<file path="src/hdl/soc_bus_pkg.sv">
/* Wishbone and CSR bus definitions */

package soc_bus_pkg;

	//----------------------------------------
	// Bus widths
	//----------------------------------------
	localparam int unsigned WB_ADDR_W = 32;
	localparam int unsigned WB_DATA_W = 32;
	localparam int unsigned CSR_ADDR_W = 15;
	localparam int unsigned CSR_BANK_W = 5;
	localparam int unsigned CSR_REG_W = 10;
	// Word address starts at byte address bit 2
	localparam int unsigned CSR_ADDR_LSB = 2;

	typedef logic [WB_ADDR_W-1:0] wb_addr_t;
	typedef logic [WB_DATA_W-1:0] wb_data_t;
	typedef logic [CSR_ADDR_W-1:0] csr_addr_t;
	typedef logic [CSR_BANK_W-1:0] csr_bank_t;
	typedef logic [CSR_REG_W-1:0] csr_reg_t;

	//----------------------------------------
	// CSR address fields
	//----------------------------------------
	function automatic csr_addr_t csr_addr_of(wb_addr_t adr);
		return adr[CSR_ADDR_LSB +: CSR_ADDR_W];
	endfunction

	// Bank sits in the upper field
	function automatic csr_bank_t csr_bank_of(csr_addr_t a);
		return a[CSR_REG_W +: CSR_BANK_W];
	endfunction

	function automatic csr_reg_t csr_reg_of(csr_addr_t a);
		return a[CSR_REG_W-1:0];
	endfunction

	// Bridge FSM
	typedef enum logic [1:0] {IDLE, ACCESS, READ_WAIT, ACK} bridge_state_t;

endpackage

</file>
<file path="src/hdl/sysctl_pkg.sv">
/* System controller definitions */

package sysctl_pkg;

	//----------------------------------------
	// GPIO widths
	//----------------------------------------
	// PCB revision in [6:3], buttons 3..1 in [2:0]
	localparam int unsigned GPIO_IN_W = 7;
	localparam int unsigned GPIO_OUT_W = 2;
	localparam int unsigned IRQ_W = 3;

	typedef logic [GPIO_IN_W-1:0] gpio_in_t;
	typedef logic [GPIO_OUT_W-1:0] gpio_out_t;
	typedef logic [IRQ_W-1:0] irq_vec_t;

	// Interrupt vector bit positions
	localparam int unsigned IRQ_GPIO = 0;
	localparam int unsigned IRQ_TIMER0 = 1;
	localparam int unsigned IRQ_TIMER1 = 2;

	//----------------------------------------
	// GPIO bank register offsets
	//----------------------------------------
	localparam int unsigned REG_GPIO_IN = 0;
	localparam int unsigned REG_GPIO_OUT = 1;
	localparam int unsigned REG_GPIO_IRQ_EN = 2;
	localparam int unsigned REG_SYSTEM_ID = 3;
	// Any write here requests a reset
	localparam int unsigned REG_HARD_RESET = 4;

	//----------------------------------------
	// Timer bank register offsets
	//----------------------------------------
	// Bit 0 enable, bit 1 autoreload
	localparam int unsigned REG_TIMER_CTRL = 0;
	localparam int unsigned REG_TIMER_COMPARE = 1;
	localparam int unsigned REG_TIMER_COUNTER = 2;

	// Identity word returned by REG_SYSTEM_ID
	localparam logic [31:0] DEFAULT_SYSTEM_ID = 32'h5C7C_0100;

endpackage

</file>
<file path="src/hdl/csr_bus_if.sv">
/* CSR slave link */

interface csr_bus_if import soc_bus_pkg::*; ();

	// Driven by the bridge
	csr_addr_t csr_a;
	logic csr_we;
	wb_data_t csr_dw;
	// Registered by the peripheral, zero when not addressed
	wb_data_t csr_dr;

	modport bridge (
		output csr_a,
		output csr_we,
		output csr_dw,
		input csr_dr
	);

	modport peripheral (
		input csr_a,
		input csr_we,
		input csr_dw,
		output csr_dr
	);

endinterface

</file>
<file path="src/hdl/reset_sequencer.sv">
/* Reset sequencer */

module reset_sequencer #(
	parameter int unsigned rst_hold_cycles = 1048575,
	parameter int unsigned flash_rst_cycles = 128
) (
	input logic sys_clk,
	input logic trigger_reset,
	input logic soft_reset_i,
	input logic [2:0] btn_i,
	output logic sys_rst_o,
	output logic flash_rst_n_o
);

	localparam int unsigned hold_w = $clog2(rst_hold_cycles + 1);
	localparam int unsigned flash_w = $clog2(flash_rst_cycles + 1);

	logic rst_req;
	logic [hold_w-1:0] hold_cnt;
	logic [flash_w-1:0] flash_cnt;

	// All three buttons held together act as a reset
	always_ff @(posedge sys_clk) begin
		rst_req <= trigger_reset | soft_reset_i | (&btn_i);
	end

	//----------------------------------------
	// System reset hold
	//----------------------------------------
	// Reloads while the request is present, then runs down
	always_ff @(posedge sys_clk) begin
		if (rst_req) begin
			hold_cnt <= hold_w'(rst_hold_cycles);
		end else if (hold_cnt != '0) begin
			hold_cnt <= hold_cnt - 1'b1;
		end
		sys_rst_o <= rst_req | (hold_cnt != '0);
	end

	//----------------------------------------
	// Flash reset release
	//----------------------------------------
	// Flash must leave reset well before the system does
	always_ff @(posedge sys_clk) begin
		if (rst_req) begin
			flash_cnt <= '0;
		end else if (flash_cnt != flash_w'(flash_rst_cycles)) begin
			flash_cnt <= flash_cnt + 1'b1;
		end
		flash_rst_n_o <= ~rst_req & (flash_cnt == flash_w'(flash_rst_cycles));
	end

endmodule

</file>
<file path="src/hdl/sysctl_gpio.sv">
/* GPIO and system registers */

module sysctl_gpio import soc_bus_pkg::*; import sysctl_pkg::*; #(
	parameter csr_bank_t csr_bank = 5'd0,
	parameter wb_data_t system_id = DEFAULT_SYSTEM_ID
) (
	input logic sys_clk,
	input logic sys_rst,
	input gpio_in_t gpio_i,
	output gpio_out_t led_o,
	output logic irq_o,
	output logic soft_reset_o,
	csr_bus_if.peripheral csr
);

	gpio_in_t gpio_meta;
	gpio_in_t gpio_sync;
	gpio_in_t gpio_prev;
	gpio_in_t irq_en;
	logic selected;
	csr_reg_t reg_idx;

	assign selected = (csr_bank_of(csr.csr_a) == csr_bank);
	assign reg_idx = csr_reg_of(csr.csr_a);

	//----------------------------------------
	// Input synchronizer
	//----------------------------------------
	// Two stages, plus one more for edge detect
	always_ff @(posedge sys_clk) begin
		gpio_meta <= gpio_i;
		gpio_sync <= gpio_meta;
		gpio_prev <= gpio_sync;
	end

	//----------------------------------------
	// Control registers
	//----------------------------------------
	always_ff @(posedge sys_clk) begin
		if (sys_rst) begin
			led_o <= '0;
			irq_en <= '0;
			irq_o <= 1'b0;
			soft_reset_o <= 1'b0;
		end else begin
			// Any enabled bit toggling
			irq_o <= |((gpio_sync ^ gpio_prev) & irq_en);
			soft_reset_o <= 1'b0;
			if (csr.csr_we && selected) begin
				case (reg_idx)
					csr_reg_t'(REG_GPIO_OUT): led_o <= gpio_out_t'(csr.csr_dw);
					csr_reg_t'(REG_GPIO_IRQ_EN): irq_en <= gpio_in_t'(csr.csr_dw);
					// Data value is ignored
					csr_reg_t'(REG_HARD_RESET): soft_reset_o <= 1'b1;
					default: ;
				endcase
			end
		end
	end

	// Read back, zero unless this bank is addressed
	always_ff @(posedge sys_clk) begin
		csr.csr_dr <= '0;
		if (selected) begin
			case (reg_idx)
				csr_reg_t'(REG_GPIO_IN): csr.csr_dr <= wb_data_t'(gpio_sync);
				csr_reg_t'(REG_GPIO_OUT): csr.csr_dr <= wb_data_t'(led_o);
				csr_reg_t'(REG_GPIO_IRQ_EN): csr.csr_dr <= wb_data_t'(irq_en);
				csr_reg_t'(REG_SYSTEM_ID): csr.csr_dr <= system_id;
				default: csr.csr_dr <= '0;
			endcase
		end
	end

endmodule

</file>
<file path="src/hdl/sysctl_timer.sv">
/* Compare timer */

module sysctl_timer import soc_bus_pkg::*; import sysctl_pkg::*; #(
	parameter csr_bank_t csr_bank = 5'd1
) (
	input logic sys_clk,
	input logic sys_rst,
	output logic irq_o,
	csr_bus_if.peripheral csr
);

	logic enable;
	logic autoreload;
	wb_data_t compare;
	wb_data_t counter;
	logic selected;
	logic match;
	csr_reg_t reg_idx;

	assign selected = (csr_bank_of(csr.csr_a) == csr_bank);
	assign reg_idx = csr_reg_of(csr.csr_a);
	assign match = (counter == compare);

	//----------------------------------------
	// Counter and registers
	//----------------------------------------
	// Period is compare + 1 cycles
	always_ff @(posedge sys_clk) begin
		if (sys_rst) begin
			enable <= 1'b0;
			autoreload <= 1'b0;
			compare <= '0;
			counter <= '0;
			irq_o <= 1'b0;
		end else begin
			irq_o <= 1'b0;
			if (enable) begin
				if (match) begin
					irq_o <= 1'b1;
					counter <= '0;
					// One-shot stops itself
					if (!autoreload) begin
						enable <= 1'b0;
					end
				end else begin
					counter <= counter + 1'b1;
				end
			end
			// Bus writes win over the count
			if (csr.csr_we && selected) begin
				case (reg_idx)
					csr_reg_t'(REG_TIMER_CTRL): begin
						enable <= csr.csr_dw[0];
						autoreload <= csr.csr_dw[1];
					end
					csr_reg_t'(REG_TIMER_COMPARE): compare <= csr.csr_dw;
					csr_reg_t'(REG_TIMER_COUNTER): counter <= csr.csr_dw;
					default: ;
				endcase
			end
		end
	end

	// Read back
	always_ff @(posedge sys_clk) begin
		csr.csr_dr <= '0;
		if (selected) begin
			case (reg_idx)
				csr_reg_t'(REG_TIMER_CTRL): csr.csr_dr <= {30'd0, autoreload, enable};
				csr_reg_t'(REG_TIMER_COMPARE): csr.csr_dr <= compare;
				csr_reg_t'(REG_TIMER_COUNTER): csr.csr_dr <= counter;
				default: csr.csr_dr <= '0;
			endcase
		end
	end

endmodule

</file>
<file path="src/hdl/sysctl_top.sv">
/* System controller subsystem */

module sysctl_top import soc_bus_pkg::*; import sysctl_pkg::*; #(
	parameter int unsigned rst_hold_cycles = 1048575,
	parameter int unsigned flash_rst_cycles = 128,
	parameter wb_data_t system_id = DEFAULT_SYSTEM_ID
) (
	input logic sys_clk,
	input logic trigger_reset,
	input wb_addr_t wb_adr_i,
	input wb_data_t wb_dat_i,
	input logic wb_we_i,
	input logic wb_cyc_i,
	input logic wb_stb_i,
	input logic [2:0] btn_i,
	input logic [3:0] pcb_revision_i,
	output wb_data_t wb_dat_o,
	output logic wb_ack_o,
	output gpio_out_t led_o,
	output irq_vec_t irq_o,
	output logic flash_rst_n_o,
	output logic periph_rst_n_o
);

	// CSR bank map
	localparam csr_bank_t gpio_bank = 5'd0;
	localparam csr_bank_t timer0_bank = 5'd1;
	localparam csr_bank_t timer1_bank = 5'd2;

	logic sys_rst;
	logic soft_reset;
	logic gpio_irq;
	logic timer0_irq;
	logic timer1_irq;

	csr_bus_if csr_gpio ();
	csr_bus_if csr_timer0 ();
	csr_bus_if csr_timer1 ();

	//----------------------------------------
	// Reset
	//----------------------------------------
	reset_sequencer #(
		.rst_hold_cycles(rst_hold_cycles),
		.flash_rst_cycles(flash_rst_cycles)
	) reset_sequencer_inst (
		.sys_clk(sys_clk),
		.trigger_reset(trigger_reset),
		.soft_reset_i(soft_reset),
		.btn_i(btn_i),
		.sys_rst_o(sys_rst),
		.flash_rst_n_o(flash_rst_n_o)
	);

	assign periph_rst_n_o = ~sys_rst;

	//----------------------------------------
	// Bus bridge
	//----------------------------------------
	wb_csr_bridge wb_csr_bridge_inst (
		.sys_clk(sys_clk),
		.sys_rst(sys_rst),
		.wb_adr_i(wb_adr_i),
		.wb_dat_i(wb_dat_i),
		.wb_we_i(wb_we_i),
		.wb_cyc_i(wb_cyc_i),
		.wb_stb_i(wb_stb_i),
		.wb_dat_o(wb_dat_o),
		.wb_ack_o(wb_ack_o),
		.csr_gpio(csr_gpio.bridge),
		.csr_timer0(csr_timer0.bridge),
		.csr_timer1(csr_timer1.bridge)
	);

	//----------------------------------------
	// Peripherals
	//----------------------------------------
	sysctl_gpio #(
		.csr_bank(gpio_bank),
		.system_id(system_id)
	) gpio_inst (
		.sys_clk(sys_clk),
		.sys_rst(sys_rst),
		.gpio_i({pcb_revision_i, btn_i}),
		.led_o(led_o),
		.irq_o(gpio_irq),
		.soft_reset_o(soft_reset),
		.csr(csr_gpio.peripheral)
	);

	sysctl_timer #(
		.csr_bank(timer0_bank)
	) timer0 (
		.sys_clk(sys_clk),
		.sys_rst(sys_rst),
		.irq_o(timer0_irq),
		.csr(csr_timer0.peripheral)
	);

	sysctl_timer #(
		.csr_bank(timer1_bank)
	) timer1 (
		.sys_clk(sys_clk),
		.sys_rst(sys_rst),
		.irq_o(timer1_irq),
		.csr(csr_timer1.peripheral)
	);

	// Interrupt vector
	assign irq_o[IRQ_GPIO] = gpio_irq;
	assign irq_o[IRQ_TIMER0] = timer0_irq;
	assign irq_o[IRQ_TIMER1] = timer1_irq;

endmodule

</file>
<file path="src/hdl/wb_csr_bridge.sv">
/* Wishbone to CSR bridge */

module wb_csr_bridge import soc_bus_pkg::*; (
	input logic sys_clk,
	input logic sys_rst,
	input wb_addr_t wb_adr_i,
	input wb_data_t wb_dat_i,
	input logic wb_we_i,
	input logic wb_cyc_i,
	input logic wb_stb_i,
	output wb_data_t wb_dat_o,
	output logic wb_ack_o,
	csr_bus_if.bridge csr_gpio,
	csr_bus_if.bridge csr_timer0,
	csr_bus_if.bridge csr_timer1
);

	bridge_state_t state;
	csr_addr_t csr_a_q;
	wb_data_t csr_dw_q;
	logic csr_we_q;
	wb_data_t csr_dr_all;

	//----------------------------------------
	// CSR broadcast
	//----------------------------------------
	// Same address, strobe and data go to every link
	assign csr_gpio.csr_a = csr_a_q;
	assign csr_gpio.csr_we = csr_we_q;
	assign csr_gpio.csr_dw = csr_dw_q;
	assign csr_timer0.csr_a = csr_a_q;
	assign csr_timer0.csr_we = csr_we_q;
	assign csr_timer0.csr_dw = csr_dw_q;
	assign csr_timer1.csr_a = csr_a_q;
	assign csr_timer1.csr_we = csr_we_q;
	assign csr_timer1.csr_dw = csr_dw_q;

	// Unaddressed slaves return zero, so an OR is enough
	assign csr_dr_all = csr_gpio.csr_dr | csr_timer0.csr_dr | csr_timer1.csr_dr;

	//----------------------------------------
	// Access FSM
	//----------------------------------------
	always_ff @(posedge sys_clk) begin
		if (sys_rst) begin
			state <= IDLE;
			wb_ack_o <= 1'b0;
			csr_we_q <= 1'b0;
		end else begin
			// Single cycle pulses
			wb_ack_o <= 1'b0;
			csr_we_q <= 1'b0;
			case (state)
				IDLE: begin
					// Skip the request still held during the ack cycle
					if (wb_cyc_i && wb_stb_i && !wb_ack_o) begin
						state <= ACCESS;
					end
				end
				ACCESS: begin
					csr_we_q <= wb_we_i;
					state <= READ_WAIT;
				end
				// Peripherals register csr_dr here
				READ_WAIT: state <= ACK;
				ACK: begin
					wb_ack_o <= 1'b1;
					state <= IDLE;
				end
				default: state <= IDLE;
			endcase
		end
	end

	// Address, write data and read data
	always_ff @(posedge sys_clk) begin
		if (state == ACCESS) begin
			csr_a_q <= csr_addr_of(wb_adr_i);
			csr_dw_q <= wb_dat_i;
		end
		if (state == ACK) begin
			wb_dat_o <= csr_dr_all;
		end
	end

endmodule

</file>
<file path="config.mk">
export PLATFORM = sky130hd
export DESIGN_NAME = sysctl_top
export DESIGN_NICKNAME = d
export VERILOG_FILES = /design/src/hdl/soc_bus_pkg.sv /design/src/hdl/sysctl_pkg.sv /design/src/hdl/csr_bus_if.sv /design/src/hdl/reset_sequencer.sv /design/src/hdl/sysctl_gpio.sv /design/src/hdl/sysctl_timer.sv /design/src/hdl/sysctl_top.sv /design/src/hdl/wb_csr_bridge.sv
export SDC_FILE = /design/constraint.sdc
export NUM_CORES = 1
export LEC_CHECK = 0
export BUFFER_PORTS_ARGS = -buffer_cell sky130_fd_sc_hd__buf_2
export CAP_MARGIN = 10
export CELL_PAD_IN_SITES_DETAIL_PLACEMENT = 1
export CELL_PAD_IN_SITES_GLOBAL_PLACEMENT = 1
export CORE_MARGIN = 1.5
export CORE_UTILIZATION = 44
export CTS_BUF_LIST = sky130_fd_sc_hd__clkbuf_4
export CTS_CLUSTER_SIZE = 16
export DETAILED_ROUTE_END_ITERATION = 6
export MAX_ROUTING_LAYER = met4
export PLACE_DENSITY = 0.89
export RECOVER_POWER = 50
export SLEW_MARGIN = 20
export SYNTH_ARGS = -nofsm -noshare
export SYNTH_HDL_FRONTEND = slang
export SYNTH_HIERARCHICAL = 1
export SYNTH_SLANG_ARGS = --single-unit
</file>
<file path="constraint.sdc">
create_clock -name sys_clk -period 2.3 [get_ports sys_clk]
set_input_delay 0.69 -clock sys_clk [delete_from_list [all_inputs] [get_ports sys_clk]]
set_output_delay 0.69 -clock sys_clk [all_outputs]
set_load 0.05 [all_outputs]
</file>
Yosys cells after proc, flatten, opt, wreduce, memory -nomap -nowiden:

Cells that the tools add are included.

* $add $sub $neg: 4
* muxes and demuxes: 27
* equal/unequal tests: 14
* bitwise operators: 14
* reductions and logical operators: 22

Operators with widths (number)
* $mux W32: 8
* $pmux W32 S3: 2
* $pmux W31 S4: 1
* $add A32 B1 Y32 const B: 2
* $eq A32 B32 Y1: 2
* $or A32 B32 Y32: 2
* $eq A10 B2 Y1 const B: 2
* $reduce_bool A20 Y1: 1
* $sub A20 B1 Y20 const B: 1
* $mux W1: 14
* $reduce_and A2 Y1: 6
* $eq A10 B1 Y1 const B: 1
* $eq A10 B3 Y1 const B: 1
* $logic_not A10 Y1: 1
* $add A8 B1 Y8 const B: 1
* $eq A8 B8 Y1 const B: 1
* $ne A8 B8 Y1 const B: 1
* $pmux W2 S4: 1
* $reduce_or A2 Y1: 4
* $and A7 B7 Y7: 1
* $reduce_or A7 Y1: 1
* $xor A7 B7 Y7: 1
* $not A1 Y1: 6
* $eq A5 B1 Y1 const B: 1
* 12 further kinds: 19

* word-level logic and storage cells: 112
* bits of input ports: 76
* output and inout bits: 40
* flip-flop bits (word level): 376

Longest topological paths before layout:

Gate-level depths: netlist (run 1).

* word-level depth: 5
* gate-level depth with buffers: 9
* mapped depth without buffers: 7

By module:

The synthesis (run 1) kept the hierarchy.

By module, submodules not included
* sysctl_timer: cells each 543, instances 2, seq. area each 1981.9 sq um, area each 4568.1 sq um
* wb_csr_bridge: cells each 227, instances 1, seq. area each 2452.4 sq um, area each 3517.1 sq um
* reset_sequencer: cells each 181, instances 1, seq. area each 620.6 sq um, area each 1596.5 sq um
* sysctl_gpio: cells each 147, instances 1, seq. area each 800.8 sq um, area each 1501.4 sq um
* sysctl_top: cells each 4, instances 1, seq. area each 0.0 sq um, area each 26.3 sq um

Worst setup path before layout (run 1):

No wires, ideal clock.

* kind: reg2reg
* start: reg wb_csr_bridge_inst.csr_a_q[9], in the netlist wb_csr_bridge_inst/csr_gpio.csr_a[9]
* end: reg timer0.counter[21]
* data required time: 2230 ps
* period minus slack after synthesis: 2217 ps
* data arrival time: 2147 ps
* library setup time: 70 ps
* setup slack: 83 ps
* cell stages (with the launch flop): 10
* path buffers: 4
* path through: edfxtp_1 > buf_4 > or4_1 > nor3b_2 > and2_1 > clkbuf_1 > buf_2 > buf_4 > nand2_1 > a21oi_1

* longest elaborated chain between the ends: 3

Ends and longest elaborated chain
* from (decl): RTL line wb_csr_bridge.sv:19 `csr_addr_t csr_a_q;`
* from (signal assigned): RTL line wb_csr_bridge.sv:78 `csr_a_q <= csr_addr_of(wb_adr_i);`
* $eq A10 B2 Y1: RTL line sysctl_timer.sv:51 `case (reg_idx)`
* $mux W32: RTL line sysctl_timer.sv:51
* $mux W32: RTL line sysctl_timer.sv:50 `if (csr.csr_we && selected) begin`
* to (signal assigned): RTL line sysctl_timer.sv:46 `counter <= counter + 1'b1;`
* to (signal assigned): RTL line sysctl_timer.sv:57 `csr_reg_t'(REG_TIMER_COUNTER): counter <= csr.csr_dw;`
* to (decl): RTL line sysctl_timer.sv:15 `wb_data_t counter;`

Every way passes these cells.
A chain may end at the register's enable or synchronous reset.

Worst setup path in the final report (run 1):

* start: reg timer1.counter[5]
* end: reg timer1.counter[21]

* longest elaborated chain between the ends: 5
* elaborated cells on any way between the ends: 6
* classes of those cells: add/sub (1); eq/ne (1); mux (4)

Ends and longest elaborated chain
* from (decl): RTL line sysctl_timer.sv:15
* from (signal assigned): RTL line sysctl_timer.sv:46
* from (signal assigned): RTL line sysctl_timer.sv:57
* $add A32 B1 Y32 / $eq A32 B32 Y1 (equally long branches): RTL line sysctl_timer.sv:46, sysctl_timer.sv:22
* $mux W32 (*): RTL line sysctl_timer.sv:38 `if (match) begin`
* $mux W32 (*): RTL line sysctl_timer.sv:37 `if (enable) begin`
* $mux W32: RTL line sysctl_timer.sv:51
* $mux W32 (*): RTL line sysctl_timer.sv:50

Every way passes the cells marked *; elsewhere a longest branch is shown, timed or not.

==> flow_summary.json, run 1 <==
{
  "r2r-end": "timer1/counter[21]",
  "hold_end": "gpio_inst/gpio_meta[6]",
  "timing.fmax_mhz": 363,
  "grt_util_all_layers_pct": 29.3,
  "synth_flop_cell": "dfxtp_1",
  "status": "finished, violations left",
  "peakVddDrop_v": 0.000453,
  "worst_slack_ns": -0.453,
  "grt.overflow.total": 0,
  "layout_commonest_cell": "dfxtp_1",
  "worstHoldStart": "pcb_revision_i[3]",
  "vias_per_cell": 6.25,
  "reg2reg_from": "timer1/counter[5]",
  "syn_inst": 1645,
  "cp_num_buf_inv": 1,
  "drtPass1Iterations": 5,
  "design.core.area_um2": 35400,
  "fill_cells": 3987,
  "critical_path_required_ns": 2.91,
  "layout_common_cells": "dfxtp_1, nand2_1, clkbuf_4",
  "regArea_um2": 7850,
  "worst_slew_pin_slew_ns": 0.757,
  "rows": 69,
  "final_cell_area_um2": 19200,
  "clk_latency_ns": 0.80,
  "clock-root-buffer": "clkbuf_4",
  "dp.cells": 2097,
  "grt_pass1_wl_um": 80100,
  "die_x_um": 192,
  "timing.final.hold_violations": 0,
  "layout_worst_path_cycle_share_pct": 120,
  "dp_hpwl_um": 34300,
  "holdWs_ns": 0.0430,
  "area_growth_pct": 21.8,
  "cts_buffers": 92,
  "cp_slowest_stage_delay_ns": 0.60,
  "endpoint_kind": "register",
  "arrival_ns": 3.36,
  "drv_slew": 0,
  "initial_core_util_pct": 44.6,
  "routabilityCongestion": 0.865,
  "critPathMaxFanout": 20,
  "clk_path_buf_depth": 3,
  "cp_top_family": "simple AND/OR/NAND/NOR gates",
  "worstHoldPathCells": 1,
  "portBuffers": 98,
  "violations": "negative setup slack",
  "vias": 14500,
  "die_y_um": 192,
  "multiInputGateArea_um2": 7290,
  "antenna_found_initial": 7,
  "finalNonFillerCells": 2316,
  "start_kind": "register",
  "min_period_ns": 2.75,
  "grt_max_degree": 55,
  "setup_viol": 175,
  "synth_edf_count": 79,
  "pwr_density_cell_nw_per_um2": 647,
  "reg2reg_slack_ns": -0.45,
  "yosysSeqAreaShare_pct": 49.7,
  "clk_pin_slew_ns": 0.07,
  "min_path_type": "input port to register",
  "leakage_nw": 7.27,
  "clock_sinks": 352,
  "critical_path_class": "register to register",
  "final_nets": 1861,
  "synth.avg_cell_area_um2": 9.59,
  "maxCapViolCount": 0,
  "grt_pass1_vias": 14200,
  "drtIter0Drc": 1496,
  "htree_num_levels": 3,
  "wl_per_cell_um": 28.4,
  "io_pins": 116,
  "asyncSetResetFlopFracSynth_pct": 0,
  "dieArea_um2": 37000,
  "yosys_warnings": 6,
  "slowest_stage": "nor4_1",
  "synth_area_leaders": "dfxtp_1, edfxtp_1, buf_4, xor2_1, nand2_1",
  "drc": 0,
  "synth.distinct_cells": 63,
  "drive_above_1_share_pct": 31.9,
  "pre_cts_ws_ns": -0.116,
  "ys_ff_latch": 352,
  "synth_top_area_share_pct": 34.6,
  "skew_ns": 0.0580,
  "postRouteAntennaNets": 0,
  "crit_chain": "xor2_1 -> nor4_1 -> nand4_1 -> nor3_4 -> buf_6 -> or3_1 -> a21oi_1",
  "slew_headroom_pct": 49.5,
  "placed_area_um2": 16400,
  "cts_tree": "yes",
  "netlist.top_cell.by_area": "dfxtp_1",
  "synthesis.area_um2": 15800,
  "postRouteWirelength_um": 65700,
  "rsz0062_at_grt": "true",
  "r2r_cells": 7
}
## where the power goes
group	switching (mW)	leakage [nW]	internal, mW
combinational	0.0738	3.64	0.0691
sequential	0.0238	2.89	6.33
clock	2.88	0.736	3.05
total	2.98	7.27	9.45
## synth_stat cells (4+ instances only)
cell / instances
buf_4: 129
nor2_1: 127
or2_1: 4
a21o_1: 4
dfxtp_1: 273
a22oi_1: 64
nor4_4: 4
nor3_2: 4
nand3_1: 44
edfxtp_1: 79
clkbuf_1: 52
and2_1: 7
a21oi_1: 133
or3_1: 78
a31oi_1: 6
nor4_2: 4
nor4_1: 25
nor4b_1: 5
o21ai_0: 12
nor2b_1: 15
mux2i_1: 23
and4_1: 4
or4_1: 5
nor3b_2: 4
buf_6: 8
xor2_1: 103
nand4_2: 4
inv_1: 24
nor3_1: 24
nand2_1: 201
buf_1: 4
ha_1: 11
nand4_1: 21
a22o_1: 20
buf_2: 25
and3_1: 14
xnor2_1: 35
## through the flow
stage	total power, mW	TNS [ns]	util [%]
floorplan	6.57	0	-
global placement	6.62	0	46.4
detailed placement	6.63	-2.80	46.4
CTS	12.3	-0.0145	50.6
global route	12.9	-26.91	54.3
finish	12.4	-22.77	54.3
## worst reg2reg max path, stage by stage, from the launching register on
cell	delay (ns)
dfxtp_1	0.49
xor2_1	0.14
nor4_1	0.60
nand4_1	0.50
nor3_4	0.32
buf_6	0.25
or3_1	0.19
a21oi_1	0.11
## registers in the layout, summed over array words and instances (netlist names), 2 cells and up
register and flops:
timer0/counter 32, timer1/counter 32, wb_csr_bridge_inst/wb_dat_o 32, wb_csr_bridge_inst/csr_gpio.csr_a 15
reset_sequencer_inst/hold_cnt 20, gpio_inst/csr.csr_dr 8, gpio_inst/led_o 2, gpio_inst/gpio_meta 7
wb_csr_bridge_inst/state 2, gpio_inst/irq_en 7, timer0/csr.csr_dr 32, gpio_inst/gpio_prev 7
reset_sequencer_inst/flash_cnt 8, wb_csr_bridge_inst/csr_gpio.csr_dw 32, timer1/csr.csr_dr 32, timer0/compare 32
timer1/compare 32, gpio_inst/gpio_sync 7
## logic make-up (layout without fill, tap and decap cells)
| logic type | after synthesis | after routing | synth area share (%) |
|---|---|---|---|
| buf+inv | 245 | 434 | 9.52 |
| compound gates | 256 | 256 | 10.1 |
| flops | 352 | 352 | 49.7 |
| simple gates | 617 | 617 | 20.5 |
| mux | 25 | 25 | 1.60 |
| xor+xnor | 138 | 138 | 7.66 |
| fa+ha+maj | 11 | 11 | 0.872 |
| other cells | 1 | 22 | 0.0238 |
## how the worst max path moves through the flow
stage                               to  slack [ns]                            startpoint  depth (start not counted)
CTS                 timer0/counter[10]      -0.007  wb_csr_bridge_inst/csr_gpio.csr_a[5]                          7
floorplan           timer0/counter[21]        0.08  wb_csr_bridge_inst/csr_gpio.csr_a[9]                          9
detailed placement   timer1/compare[2]       -0.12  wb_csr_bridge_inst/csr_gpio.csr_a[9]                          7
finish              timer1/counter[21]       -0.45                     timer1/counter[5]                          7
global route        timer1/counter[21]       -0.39                     timer1/counter[5]                          7
global placement    timer0/compare[20]        0.05  wb_csr_bridge_inst/csr_gpio.csr_a[5]                          7
## layer usage
layer | vias up | routed length, um | track usage (%)
met5 | - | 0 | -
met4 | 0 | 5390 | 16.9
met3 | 441 | 6450 | 6.26
met2 | 1059 | 31000 | 48.2
met1 | 7070 | 22900 | 33.0
li1 | 5898 | - | -
## area by class of cell
type / count / share of cell area (%)
Clock inverter: 25 / 0.807
Inverter: 24 / 0.469
Clock buffer: 143 / 5.59
Timing Repair Buffer: 242 / 11.3
Sequential cell: 352 / 40.8
Tap cell: 461 / 3.00
Antenna cell: 7 / 0.0912
Multi-Input combinational cell: 1062 / 37.9
## timing repair
item	4_1_cts	5_1_grt
gates resized for setup	18	232
pin swaps	5	107
setup endpoints to repair	139	175
gates cloned	3	15
hold buffers	0	0
setup buffers	11	15
No activity file was read; power rests on OpenSTA's default activity.
==> inputs of run 2 (changes only) <==
--- a/config.mk
+++ b/config.mk
@@ -5,17 +5,17 @@
 export SDC_FILE = /design/constraint.sdc
 export NUM_CORES = 1
 export LEC_CHECK = 0
-export BUFFER_PORTS_ARGS = -buffer_cell sky130_fd_sc_hd__buf_2
 export CAP_MARGIN = 10
 export CELL_PAD_IN_SITES_DETAIL_PLACEMENT = 1
 export CELL_PAD_IN_SITES_GLOBAL_PLACEMENT = 1
 export CORE_MARGIN = 1.5
-export CORE_UTILIZATION = 44
+export CORE_UTILIZATION = 47
 export CTS_BUF_LIST = sky130_fd_sc_hd__clkbuf_4
 export CTS_CLUSTER_SIZE = 16
 export DETAILED_ROUTE_END_ITERATION = 6
+export DONT_BUFFER_PORTS = 1
 export MAX_ROUTING_LAYER = met4
-export PLACE_DENSITY = 0.89
+export PLACE_DENSITY = 0.9
 export RECOVER_POWER = 50
 export SLEW_MARGIN = 20
 export SYNTH_ARGS = -nofsm -noshare
==> run 2 against run 1 <==
The run ends with negative hold slack, negative setup slack left. Clock-buffer cell count is 11 higher. Cell count is 3.2% lower. Via count is 0.28% higher. Power is 0.82% higher. Clock skew is 0.0056 ns higher. Combinational power is 14% higher. Non-clock buffer count is 52 lower. Clock power is 1% higher. Routed wire length is 4.5% higher.
==> flow_summary.json, run 2 (same netlist as run 1, synthesis figures left out) <==
{
  "drive_above_1_share_pct": 28.4,
  "dieArea_um2": 34700,
  "rows": 66,
  "dp.cells": 1984,
  "design.core.area_um2": 32800,
  "portBuffers": 0,
  "reg2reg_from": "wb_csr_bridge_inst/csr_gpio.csr_a[8]",
  "arrival_ns": 3.25,
  "fin_util_pct": 58.3,
  "layout_worst_path_cycle_share_pct": 114,
  "postRouteWirelength_um": 68600,
  "finalNonFillerCells": 2241,
  "drtPass1Iterations": 6,
  "setup_viol": 193,
  "min_path_type": "input port to register",
  "initial_core_util_pct": 48.1,
  "clk_pin_slew_ns": 0.08,
  "critical_path_required_ns": 2.93,
  "layout_common_cells": "dfxtp_1, clkbuf_4, nand2_1",
  "violations": "negative hold slack, negative setup slack",
  "clock_sinks": 352,
  "setup_tns_ns": -19.38,
  "vias_per_cell": 6.47,
  "vias": 14500,
  "drv_slew": 0,
  "status": "finished, violations left",
  "worst_slew_pin_slew_ns": 1.19,
  "rsz0062_at_grt": "true",
  "grt_pass1_wl_um": 83100,
  "cts_buffers": 91,
  "routabilityCongestion": 0.914,
  "cts_tree": "yes",
  "postRouteAntennaNets": 0,
  "slew_headroom_pct": 21.0,
  "maxCapViolCount": 0,
  "critPathMaxFanout": 6,
  "timing.final.hold_violations": 2,
  "final_nets": 1808,
  "io_pins": 116,
  "dp_hpwl_um": 32200,
  "critical_path_class": "register to register",
  "grt_util_all_layers_pct": 33.0,
  "timing.fmax_mhz": 382,
  "peakVddDrop_v": 0.000626,
  "start_kind": "register",
  "drtIter0Drc": 1721,
  "grt_pass1_vias": 14100,
  "htree_num_levels": 3,
  "pwr_density_cell_nw_per_um2": 655,
  "leakage_nw": 7.13,
  "wl_per_cell_um": 30.6,
  "drc": 0,
  "skew_ns": 0.0636,
  "antenna_found_initial": 6,
  "holdWs_ns": -0.00239,
  "area_growth_pct": 21.2,
  "layout_commonest_cell": "dfxtp_1",
  "die_y_um": 186,
  "grt_max_degree": 50,
  "die_x_um": 186,
  "worstHoldStart": "wb_dat_i[25]",
  "critPathLaunch": "wb_csr_bridge_inst/csr_gpio.csr_a[8]",
  "clock-root-buffer": "clkbuf_4",
  "endpoint_kind": "register",
  "clk_latency_ns": 0.84,
  "clk_path_buf_depth": 3,
  "pre_cts_ws_ns": -0.168,
  "worst_slack_ns": -0.320,
  "min_period_ns": 2.62,
  "grt.overflow.total": 0
}
## run 2: changes by cell type in the layout (fill, tap and decap cells not counted), moves of 8 or more
cell / delta
clkbuf_4: +11
a21oi_1: -11
a21oi_2: +11
dlygate4sd3_1: +52
buf_2: -90
clkbuf_1: -8
## run 2: final cells by class
type,count,area (um2)
sequential,352,7850
clock buffer,154,1160
multi-input combinational,1062,7300
clock inverter,13,52.6
antenna,4,10.0
timing repair buffer,190,2110
inverter,24,93.8
fill,3553,13700
tap,442,553
## run 2: through the flow
step / power [mW] / area [um2]
6_report: 12.5 / 19100
5_1_grt: 12.9 / 19100
4_1_cts: 12.3 / 17800
3_5_place_dp: 6.58 / 16000
3_3_place_gp: 6.56 / 16000
2_1_floorplan: 6.57 / 15800
## run 2: layer usage
metal / global-route usage, % / share of wire, % / routed length [um]
met2: 54.5 / 47 / 32100
met1: 36.0 / 34 / 23200
met5: - / 0 / 0
met3: 7.09 / 11 / 7260
met4: 21.7 / 8.8 / 6070
## run 2: where the power goes
part           switching [mW]  total [mW]  internal [mW]
Sequential             0.0347        6.36           6.33
Clock                    3.01        6.01           3.00
Combinational          0.0697       0.163         0.0938
Total                    3.11        12.5           9.42
## run 2: critical path: stages, from the launching register on
cell and delay [ns]:
edfxtp_1 0.49, or4_4 0.59, or2_4 0.28, nor3b_4 0.26, buf_6 0.19, buf_12 0.14
a22oi_1 0.09, nor2_2 0.40
## run 2: path summary, 6_finish.rpt
| path | to | slack [ns] | cells after the start |
|---|---|---|---|
| worst max-delay path | timer0/csr.csr_dr[14] | -0.32 | 7 |
| worst min-delay path | wb_csr_bridge_inst/csr_gpio.csr_dw[25] | -0.002 | 0 |
| worst max register to register | timer0/csr.csr_dr[14] | -0.32 | 7 |
| worst min register to register | gpio_inst/gpio_sync[1] | 0.34 | 0 |
## run 2: what timing repair did
item / 4_1_cts / 5_1_grt
pin swaps: 4 / 96
resized for setup: 23 / 230
hold buffers: 45 / 7
cloned: 2 / 17
endpoints found under the hold margin: 45 / 7
setup endpoints to repair: 131 / 181
buffers inserted: 6 / 9
==> inputs of run 3 (changes only) <==
--- a/config.mk
+++ b/config.mk
@@ -6,16 +6,14 @@
 export NUM_CORES = 1
 export LEC_CHECK = 0
 export CAP_MARGIN = 10
-export CELL_PAD_IN_SITES_DETAIL_PLACEMENT = 1
-export CELL_PAD_IN_SITES_GLOBAL_PLACEMENT = 1
 export CORE_MARGIN = 1.5
-export CORE_UTILIZATION = 47
+export CORE_UTILIZATION = 50
 export CTS_BUF_LIST = sky130_fd_sc_hd__clkbuf_4
 export CTS_CLUSTER_SIZE = 16
 export DETAILED_ROUTE_END_ITERATION = 6
 export DONT_BUFFER_PORTS = 1
 export MAX_ROUTING_LAYER = met4
-export PLACE_DENSITY = 0.9
+export PLACE_DENSITY = 0.76
 export RECOVER_POWER = 50
 export SLEW_MARGIN = 20
 export SYNTH_ARGS = -nofsm -noshare
==> constraint.sdc (replaced) <==
create_clock -name sys_clk -period 2.8 [get_ports sys_clk]
set_input_delay 0.84 -clock sys_clk [delete_from_list [all_inputs] [get_ports sys_clk]]
set_output_delay 0.84 -clock sys_clk [all_outputs]
set_load 0.05 [all_outputs]
==> run 3 against run 2 <==
The flow now finishes without violations. Clock power is 25% lower. Sequential share of layout area is 6.6 points higher. Non-clock buffer count is 155 lower. Via count is 20% lower. Critical path type unchanged. Critical endpoint is now wb_csr_bridge_inst/csr_gpio.csr_dw[12].
==> flow_summary.json, run 3 (same netlist as run 1, synthesis figures left out) <==
{
  "status": "completed",
  "holdBufCountCts": 0,
  "timing.fmax_mhz": 400,
  "clock-root-buffer": "clkbuf_4",
  "area_growth_pct": 4.19,
  "htree_num_levels": 3,
  "dp_hpwl_um": 25400,
  "vias_per_cell": 5.71,
  "slew_headroom_pct": 29.6,
  "postCtsSetupBuffers": 0,
  "ctsResizeCount": 0,
  "postRouteWirelength_um": 37800,
  "cp_num_buf_inv": 2,
  "cts_buffers": 89,
  "die_y_um": 181,
  "endpoint_kind": "register",
  "drtIter0Drc": 1014,
  "grt_max_degree": 91,
  "leakage_nw": 5.95,
  "cp_top_family": "buffers and inverters",
  "maxCapViolCount": 0,
  "grt_use_met2_pct": 34.4,
  "arrival_ns": 2.85,
  "design.core.area_um2": 30800,
  "critical_path_required_ns": 3.15,
  "grt.overflow.total": 0,
  "setup_viol": 0,
  "power.internal_mw": 7.73,
  "clock_sinks": 352,
  "clk_latency_ns": 0.75,
  "wl_per_cell_um": 18.6,
  "clkPwrFrac_pct": 46.1,
  "vias": 11600,
  "start_kind": "register",
  "drtPass1Iterations": 5,
  "switchingPower_mw": 2.08,
  "crit_chain": "inv_1 -> ha_1 -> clkbuf_2",
  "grt_util_all_layers_pct": 23.8,
  "worst_slew_pin_slew_ns": 1.06,
  "grtUsageMet3_pct": 6.75,
  "drc": 0,
  "path_depth": 3,
  "grt_pass1_vias": 11100,
  "fin_util_pct": 53.3,
  "postRouteAntennaNets": 0,
  "critPathLaunch": "wb_csr_bridge_inst/state[1]",
  "r2r_cells": 3,
  "critPathMaxFanout": 26,
  "critical_path_class": "register to register",
  "worstHoldStart": "pcb_revision_i[1]",
  "layout_common_cells": "dfxtp_1, nand2_1, clkbuf_4",
  "setup_tns_ns": 0,
  "routabilityCongestion": 0.941,
  "reg2reg_from": "wb_csr_bridge_inst/state[1]",
  "peakVddDrop_v": 0.000411,
  "clk_path_buf_depth": 3,
  "initial_core_util_pct": 51.2,
  "clk_pin_slew_ns": 0.06,
  "min_path_type": "input port to register",
  "skew_ns": 0.0504,
  "dieArea_um2": 32600,
  "min_period_ns": 2.50,
  "worstHoldPathCells": 0,
  "drive_above_1_share_pct": 12.9,
  "holdWs_ns": 0.149,
  "drv_slew": 0,
  "busiest_layer": "met2",
  "p_seq_share_pct": 53.3,
  "layout_worst_path_cycle_share_pct": 89.4,
  "slowest_stage": "ha_1",
  "layout_commonest_cell": "dfxtp_1",
  "final_nets": 1651,
  "cp_slowest_stage_delay_ns": 0.87,
  "rsz0062_at_grt": "false",
  "portBuffers": 0,
  "io_pins": 116,
  "switching_share_pct": 21.2,
  "antenna_found_initial": 2,
  "pwr-share-comb_pct": 0.6,
  "pwr_density_cell_nw_per_um2": 596,
  "rows": 64,
  "timing.final.hold_violations": 0,
  "grt_pass1_wl_um": 58900,
  "cts_tree": "yes",
  "die_x_um": 181,
  "use_met1_pct": 30.3
}
## run 3: changes by cell type in the layout (fill, tap and decap cells not counted), sizes merged
cell,before,now
buf,125,31
bufbuf,1,0
bufinv,0,3
clkbuf,166,141
clkinv,12,16
clkinvlp,1,0
diode,4,2
dlygate4sd3,52,0
inv,24,27
## run 3: layout make-up
type                            count  area (um2)
Clock buffer                      137        1030
Antenna cell                        2        5.00
Fill cell                        2674       14400
Tap cell                          396         495
Clock inverter                     22         163
Sequential cell                   352        7840
Timing Repair Buffer               35         314
Inverter                           24        90.1
Multi-Input combinational cell   1062        6500
## run 3: power groups by stage
stage | logic (mW) | registers (mW) | clock network, mW
2_1_floorplan | 0.0680 | 5.33 | 0
3_3_place_gp | 0.0604 | 5.33 | 0
3_5_place_dp | 0.0635 | 5.33 | 0
4_1_cts | 0.0641 | 5.22 | 4.64
5_1_grt | 0.0736 | 5.22 | 4.91
6_report | 0.0635 | 5.22 | 4.52
## run 3: final timing paths
check / end / slack (ns)
worst min register to register: gpio_inst/gpio_sync[2] / 0.32
worst min-delay path: gpio_inst/gpio_meta[4] / 0.15
worst max register to register: wb_csr_bridge_inst/csr_gpio.csr_dw[12] / 0.30
worst max-delay path: wb_csr_bridge_inst/csr_gpio.csr_dw[12] / 0.30
## run 3: layer usage
metal	wire [um]	vias to the layer above
li1	-	5468
met1	15900	5462
met2	16500	562
met3	3740	107
met4	1640	0
met5	0	-
## run 3: metrics by stage
step / cell area [um2] / cells / worst slack, ns / power, mW
2_1_floorplan: 15800 / 1659 / 0.583 / 5.40
3_3_place_gp: 15300 / 1869 / 0.380 / 5.39
5_1_grt: 16400 / 2030 / 0.181 / 10.2
3_5_place_dp: 15300 / 1869 / 0.343 / 5.40
6_report: 16400 / 2030 / 0.297 / 9.80
4_1_cts: 16500 / 2028 / 0.327 / 9.93
